File: src/hw/des_pkg.sv
// DES shared types, pipeline stage record and S-box lookup
// Bit numbering follows the standard with DES bit 1 at the MSB
`default_nettype none

package des_pkg;

  typedef logic [63:0] block_t;    // Plaintext or ciphertext
  typedef logic [63:0] key_t;      // Key with parity bits
  typedef logic [31:0] half_t;     // L or R
  typedef logic [27:0] kh_t;       // Key half C or D
  typedef logic [47:0] subkey_t;
  typedef logic [3:0]  sbox_out_t;

  // Record passed between pipeline stages
  typedef struct packed {
    logic  valid;
    half_t l;
    half_t r;
    kh_t   c;
    kh_t   d;
  } stage_t;

  // S-box contents with entry n at row n/16 and column n%16
  localparam logic [0:63][3:0] SBOX1 = {
    64'hE4D12FB83A6C5907, 64'h0F74E2D1A6CB9538,
    64'h41E8D62BFC973A50, 64'hFC8249175B3EA06D
  };
  localparam logic [0:63][3:0] SBOX2 = {
    64'hF18E6B34972DC05A, 64'h3D47F28EC01A69B5,
    64'h0E7BA4D158C6932F, 64'hD8A13F42B67C05E9
  };
  localparam logic [0:63][3:0] SBOX3 = {
    64'hA09E63F51DC7B428, 64'hD709346A285ECBF1,
    64'hD6498F30B12C5AE7, 64'h1AD069874FE3B52C
  };
  localparam logic [0:63][3:0] SBOX4 = {
    64'h7DE3069A1285BC4F, 64'hD8B56F03472C1AE9,
    64'hA690CB7DF13E5284, 64'h3F06A1D8945BC72E
  };
  localparam logic [0:63][3:0] SBOX5 = {
    64'h2C417AB6853FD0E9, 64'hEB2C47D150FA3986,
    64'h421BAD78F9C5630E, 64'hB8C71E2D6F09A453
  };
  localparam logic [0:63][3:0] SBOX6 = {
    64'hC1AF92680D34E75B, 64'hAF427C9561DE0B38,
    64'h9EF528C3704A1DB6, 64'h432C95FABE17608D
  };
  localparam logic [0:63][3:0] SBOX7 = {
    64'h4B2EF08D3C975A61, 64'hD0B7491AE35C2F86,
    64'h14BDC37EAF680592, 64'h6BD814A7950FE23C
  };
  localparam logic [0:63][3:0] SBOX8 = {
    64'hD2846FB1A93E50C7, 64'h1FD8A374C56B0E92,
    64'h7B419CE206ADF358, 64'h21E74A8DFC90356B
  };

  // Row from the outer bits, column from the inner four
  function automatic sbox_out_t sbox_lookup(input int idx, input logic [5:0] grp);
    logic [5:0] sel;
    sbox_out_t  res;
    sel = {grp[5], grp[0], grp[4:1]};
    case (idx)
      1:       res = SBOX1[sel];
      2:       res = SBOX2[sel];
      3:       res = SBOX3[sel];
      4:       res = SBOX4[sel];
      5:       res = SBOX5[sel];
      6:       res = SBOX6[sel];
      7:       res = SBOX7[sel];
      8:       res = SBOX8[sel];
      default: res = '0;
    endcase
    return res;
  endfunction

endpackage

`default_nettype wire

File: src/hw/des_round.sv
// One registered DES Feistel round
// Rotates the key halves, forms the PC2 subkey and applies f(R, K)
`timescale 1ns/10ps
`default_nettype none

module des_round
  import des_pkg::*;
#(
  parameter int round_idx = 1
)(
  input  wire logic   clk,
  input  wire logic   arst_n,
  input  wire stage_t stage_in,
  output stage_t      stage_out
);

  localparam int SHIFT = (round_idx == 1 || round_idx == 2 ||
                          round_idx == 9 || round_idx == 16) ? 1 : 2;

  localparam int E [48] = '{
    32, 1,  2,  3,  4,  5,  4,  5,  6,  7,  8,  9,  8,  9,  10, 11,
    12, 13, 12, 13, 14, 15, 16, 17, 16, 17, 18, 19, 20, 21, 20, 21,
    22, 23, 24, 25, 24, 25, 26, 27, 28, 29, 28, 29, 30, 31, 32, 1
  };

  localparam int P [32] = '{
    16, 7, 20, 21, 29, 12, 28, 17, 1,  15, 23, 26, 5,  18, 31, 10,
    2,  8, 24, 14, 32, 27, 3,  9,  19, 13, 30, 6,  22, 11, 4,  25
  };

  localparam int PC2 [48] = '{
    14, 17, 11, 24, 1,  5,  3,  28, 15, 6,  21, 10, 23, 19, 12, 4,
    26, 8,  16, 7,  27, 20, 13, 2,  41, 52, 31, 37, 47, 55, 30, 40,
    51, 45, 33, 48, 44, 49, 39, 56, 34, 53, 46, 42, 50, 36, 29, 32
  };

  kh_t         c_rot;
  kh_t         d_rot;
  logic [55:0] cd_rot;
  subkey_t     subkey;
  subkey_t     mixed;
  half_t       sbox_out;
  half_t       f_out;

  assign c_rot = (stage_in.c << SHIFT) | (stage_in.c >> (28 - SHIFT));
  assign d_rot = (stage_in.d << SHIFT) | (stage_in.d >> (28 - SHIFT));
  assign cd_rot = {c_rot, d_rot};

  always_comb
  begin
    for (int i = 0; i < 48; i++)
    begin
      subkey[47-i] = cd_rot[56-PC2[i]];
      mixed[47-i]  = stage_in.r[32-E[i]] ^ subkey[47-i];  // Expansion plus key mixing
    end
    for (int j = 0; j < 8; j++)
      sbox_out[31-4*j -: 4] = sbox_lookup(j + 1, mixed[47-6*j -: 6]);
    for (int i = 0; i < 32; i++)
      f_out[31-i] = sbox_out[32-P[i]];
  end

  always_ff @(posedge clk or negedge arst_n)
  begin
    if (!arst_n)
      stage_out <= '0;
    else
      stage_out <= '{valid: stage_in.valid, l: stage_in.r, r: stage_in.l ^ f_out,
                     c: c_rot, d: d_rot};
  end

endmodule

`default_nettype wire

File: config.mk
export PLATFORM = sky130hd
export DESIGN_NAME = des_round
export DESIGN_NICKNAME = d
export VERILOG_FILES = /design/src/hw/des_pkg.sv /design/src/hw/des_round.sv
export SDC_FILE = /design/constraint.sdc
export NUM_CORES = 1
export LEC_CHECK = 0
export BUFFER_PORTS_ARGS = -buffer_cell sky130_fd_sc_hd__buf_2
export CORE_ASPECT_RATIO = 0.8
export CORE_UTILIZATION = 25
export CTS_BUF_LIST = sky130_fd_sc_hd__clkbuf_16
export DETAILED_ROUTE_END_ITERATION = 10
export HOLD_SLACK_MARGIN = 0.02
export MAX_ROUTING_LAYER = met4
export PLACE_DENSITY = 0.53
export SETUP_SLACK_MARGIN = 0.2
export SYNTH_ARGS = -nofsm -noshare
export SYNTH_HDL_FRONTEND = slang
export SYNTH_SLANG_ARGS = --single-unit
File: constraint.sdc
create_clock -name clk -period 0.8 [get_ports clk]
set_input_delay 0.08 -clock clk [delete_from_list [all_inputs] [get_ports clk]]
set_output_delay 0.08 -clock clk [all_outputs]
set_load 0.01 [all_outputs]
Yosys cells after proc, flatten, opt, wreduce, memory -nomap -nowiden
Memory sizes are Yosys's and may differ from the RTL's.
Index checks and enable logic that the tools add are counted.
Operators by class
  magnitude comparators: 8
  muxes and demuxes: 16
  bitwise logic cells: 59
Operators with widths (number)
  $mux 4: 16
  $ge 7x7->1 const B: 8
  $not 6->7: 8
  $or 28x1->28: 2
  $xor 1x1->1: 48
  $xor 32x32->32: 1
Storage, ports and cells
  register bits: 121
  bits in read-only memories: 2048
  output and inout port bits: 121
  word-level logic and storage cells: 96
  memories kept: 8
Memories
  (name not given): words 64, bits a word 4, rd ports 1, clocked after memory_dff 0, wr ports 0, line des_pkg.sv:70  | 8: res = SBOX8[sel];
  (name not given): words 64, bits a word 4, rd ports 1, clocked after memory_dff 0, wr ports 0, line des_pkg.sv:69  | 7: res = SBOX7[sel];
  (name not given): words 64, bits a word 4, rd ports 1, clocked after memory_dff 0, wr ports 0, line des_pkg.sv:68  | 6: res = SBOX6[sel];
  (name not given): words 64, bits a word 4, rd ports 1, clocked after memory_dff 0, wr ports 0, line des_pkg.sv:67  | 5: res = SBOX5[sel];
  (name not given): words 64, bits a word 4, rd ports 1, clocked after memory_dff 0, wr ports 0, line des_pkg.sv:66  | 4: res = SBOX4[sel];
  (name not given): words 64, bits a word 4, rd ports 1, clocked after memory_dff 0, wr ports 0, line des_pkg.sv:65  | 3: res = SBOX3[sel];
  2 more memories

Logic depth before layout (Yosys ltp)
  depth after elaboration: 7
  gate-level depth with buffers: 10

Least setup slack after synthesis
No wires, ideal clock.
  path type: input-to-reg
  from: input port stage_in[84] (netlist bit)
  to: register stage_out[71] (netlist bit)
  library setup time: 0.080 ns
  arrival: 2.172 ns
  required time: 0.720 ns
  setup slack: -1.452 ns
  stages: 9
  buffers on the path: 2
  path through: xnor2_1 > clkbuf_1 > ha_1 > clkbuf_1 > mux2i_1 > a221oi_1 > o32ai_1 > a311oi_1 > xnor2_1
On the way
  word-level cells in the longest chain between the ends: 6
RTL lines
  start, declared: line des_round.sv:13  | input wire stage_t stage_in,
  $xor 1x1->1: line des_round.sv:54  | mixed[47-i] = stage_in.r[32-E[i]] ^ subkey[47-i];
  $not 6->7 (implied by the code): line des_pkg.sv:63  | 1: res = SBOX1[sel];
  $mem_v2 64x4
  $mux 4 (implied by the code) (2 in series): line des_pkg.sv:63
  $xor 32x32->32: line des_round.sv:67  | stage_out <= '{valid: stage_in.valid, l: stage_in.r, r: stage_in.l ^ f_out,
  end signal, assigned: line des_round.sv:67
  end, declared: line des_round.sv:14  | output stage_t stage_out
Every way passes these cells. The select of a mux whose other input is x is not followed.

Worst setup path in the final report
  from: input port stage_in[29] (netlist bit)
  to: register stage_out[58] (netlist bit)
On the way
  word-level cells in the longest chain between the ends: 7
RTL lines
  $or 28x1->28: line des_round.sv:45  | assign c_rot = (stage_in.c << SHIFT) | (stage_in.c >> (28 - SHIFT));
  $xor 1x1->1: line des_round.sv:54
  $not 6->7 (implied by the code): line des_pkg.sv:65
  $mem_v2 64x4
  $mux 4 (implied by the code) (2 in series): line des_pkg.sv:65
  $xor 32x32->32: line des_round.sv:67
Every way passes these cells. The select of a mux whose other input is x is not followed.

==> results.cfg <==
[timing]
max_slew.worst_pin.slew_ns = 0.432
fin_crit_sh_pct = 186
finalHoldViolations = 1
finalSetupViolCount = 153
hold_slack_ns = -0.0555
postLayoutSetupSlackWorst_ns = -0.688
rsz0062_at_grt = true
period_needed_ns = 1.49
relSlewSlack_pct = 70.8
slew_viol_final = 0
fmax_mhz = 672

[run]
maxCapViolCount = 0

[cells_and_area]
largest_register_ff_count = 121
final_layout_size_suffix_gt1_share_pct = 51.8
post-route-cell-area_um2 = 16100
reg.largest.list = stage_out: 121 flops
layout.nets = 1663
area_growth_pct = 91.6
fill_cells = 2966
diodes = 0
top_register = stage_out
multiInputGateArea_um2 = 6290
register_area_um2 = 3030

[grt]
grt.met3_usage_pct = 3.77
grt_pass1_wl_um = 47700
grt_use_total_pct = 18.1
grt.busiest_layer = met2
met1_usage_pct = 23.4
grt_max_degree = 41
met2_usage_pct = 28.4
grt_antenna_before_repair = 0
grt_pass1_vias = 9136
grt_overflow = 0

[worst_setup_path]
critPathMaxStageDelay_ns = 0.48
endpoint_kind = register
start_kind = input pin
cp_slowest_cell = mux4_2
required_ns = 1.12
path_class = input pin to register
arrival_ns = 1.81
cp_max_fo = 5
crit_path_cell_trace = buf_8 -> xor2_4 -> ha_4 -> mux4_2 -> mux4_2 -> xnor2_1
cp_common_cell = mux4_2
cp-startpoint = stage_in[29]
endpoint = stage_out[58]

[pwr]
power_uw = 28900
power_leakage_uw = 0.00712
p_per_area_nw_per_um2 = 1800
vdd_drop_max_v = 0.00165

[synthesis]
ys_seq_area_share_pct = 36.0
synth-seq-cells = 121
synth_area_leaders = dfrtp_1 (36%), ha_1 (9.2%), xnor2_1 (7.5%), mux4_2 (6.4%), xor2_1 (5.3%)
synthesis.nets = 1018
postSynthAreaPerCell_um2 = 10.1
ys.flop_type = dfrtp_1
synth_edf_count = 0
synthArstFlopShare_pct = 100
yosys.area.top_type = dfrtp_1
postSynthCellCount = 833
yosys.area.top_type_share_pct = 36.0
synth_warnings = 0
ys_types = 55
syn_area_um2 = 8400

[die]
io_pins = 244
placementRows = 59
die_y_um = 166
initial_core_util_pct = 25.6
dieArea_um2 = 34300
fp.dieW_um = 207
core_um2 = 32800

[clock_network]
clock-sinks = 121
cts_root_buf = clkbuf_16
numCtsBuffers = 17
cts_hold_buf = 120
htree_levels = 4
clockBufferDepth = 2
path_clk_slew_ns = 0.06
cts_tree = yes

[placement]
placed_cell_area_um2 = 12900
hpwl_um = 21400
gp_congestion = 0.903
port_buffers = 243

[min_path]
hold_path_depth = 3
hp-class = input pin to register

[route]
remaining_drc_errors = 9
vias = 8850
ant_nets = 0
wl_per_cell_um = 15.4
via_per_inst = 4.61
first_pass_iters = 11
drt_iter0_drc = 410
wl_um = 29500

[outcome]
status = finished with violations
violations = DRC, hold timing, setup timing
[layout by cell type, fill, tap and decap left out, drive strengths merged, types with 15 or more instances in the layout]
cell         count
a31oi           15
nand2           75
nor3            22
xnor2           73
buf            542
a211oi          22
o21ai           35
clkbuf          17
dfrtp          121
nor2            48
ha              62
o211ai          21
xor2            57
inv             40
mux2i           36
nand3           18
dlygate4sd3    120
mux4            26
a21oi           43
[cell usage after synthesis, types with 22 or more instances]
master	n
a211oi_1	22
xor2_1	51
mux2i_1	36
nor2_1	48
xnor2_1	72
dfrtp_1	121
nor3_1	22
inv_1	37
clkbuf_1	25
a21oi_1	43
nand2_1	75
o21ai_0	35
mux4_2	24
ha_1	62
[logic make-up (layout without fill, tap and decap cells)]
logic type	Yosys count	count (layout)	synth area share, %
AO/OA/AOI/OAI	204	204	16.5
XOR/XNOR	130	130	14.2
adder cells (fa/ha/maj)	62	62	9.23
buffers and inverters	75	733	3.51
flip-flops	121	121	36.0
multiplexers	64	64	11.6
AND/OR/NAND/NOR	177	177	8.92
[routing by layer]
layer / part of all wire (%) / up-vias
li1: - / 4313
met1: 46 / 4293
met2: 48 / 213
met3: 4.6 / 31
met4: 1.8 / 0
met5: 0 / -
[worst min-delay path by stage]
stage	from	to	slack, ns
CTS	stage_in[49]	stage_out[50]	-0.09
floorplan	arst_n	stage_out[0]	-0.22
global route	stage_in[49]	stage_out[50]	-0.08
detailed placement	arst_n	stage_out[4]	-0.06
global placement	arst_n	stage_out[4]	-0.06
finish	stage_in[49]	stage_out[50]	-0.06
[timing repair]
item                                    4_1_cts  5_1_grt
setup buffers                                25        4
pin swaps                                    91       57
endpoints found under the hold margin       242        2
resized for setup                           186       85
endpoints found under the setup margin      153      156
[metrics by stage]
stage	worst slack (ns)	instances	setup TNS, ns	util [%]
after global placement	-1.26	1737	-34.56	39.2
after floorplan	-1.02	833	-26.83	-
final	-0.688	1918	-43.05	49.1
after CTS	-0.652	1914	-46.03	47.8
after global routing	-0.731	1918	-50.66	49.1
after detailed placement	-1.23	1737	-34.84	39.2
[cell type report]
cell class / count / area share, %
repair buffers: 662 / 33.7
flip-flops and latches: 121 / 18.8
clock buffers: 17 / 2.64
well taps: 427 / 3.32
multi-input cells: 637 / 39.1
inverters: 39 / 1.17
clock inverters: 15 / 1.30
[worst max-delay path, delay by kind of cell]
| family | cells | cell delay, ns |
|---|---|---|
| multiplexers | 2 | 0.94 |
| XOR/XNOR | 2 | 0.41 |
| buffers and inverters | 1 | 0.11 |
| adder cells (fa/ha/maj) | 1 | 0.28 |
[power by group]
part	internal, uW	switching (uW)	leakage [uW]	total [uW]
clock	5480	3180	0.000313	8660
sequential	6890	260	0.00141	7150
combinational	6980	6110	0.00540	13100
(Power assumes the default switching activity.)
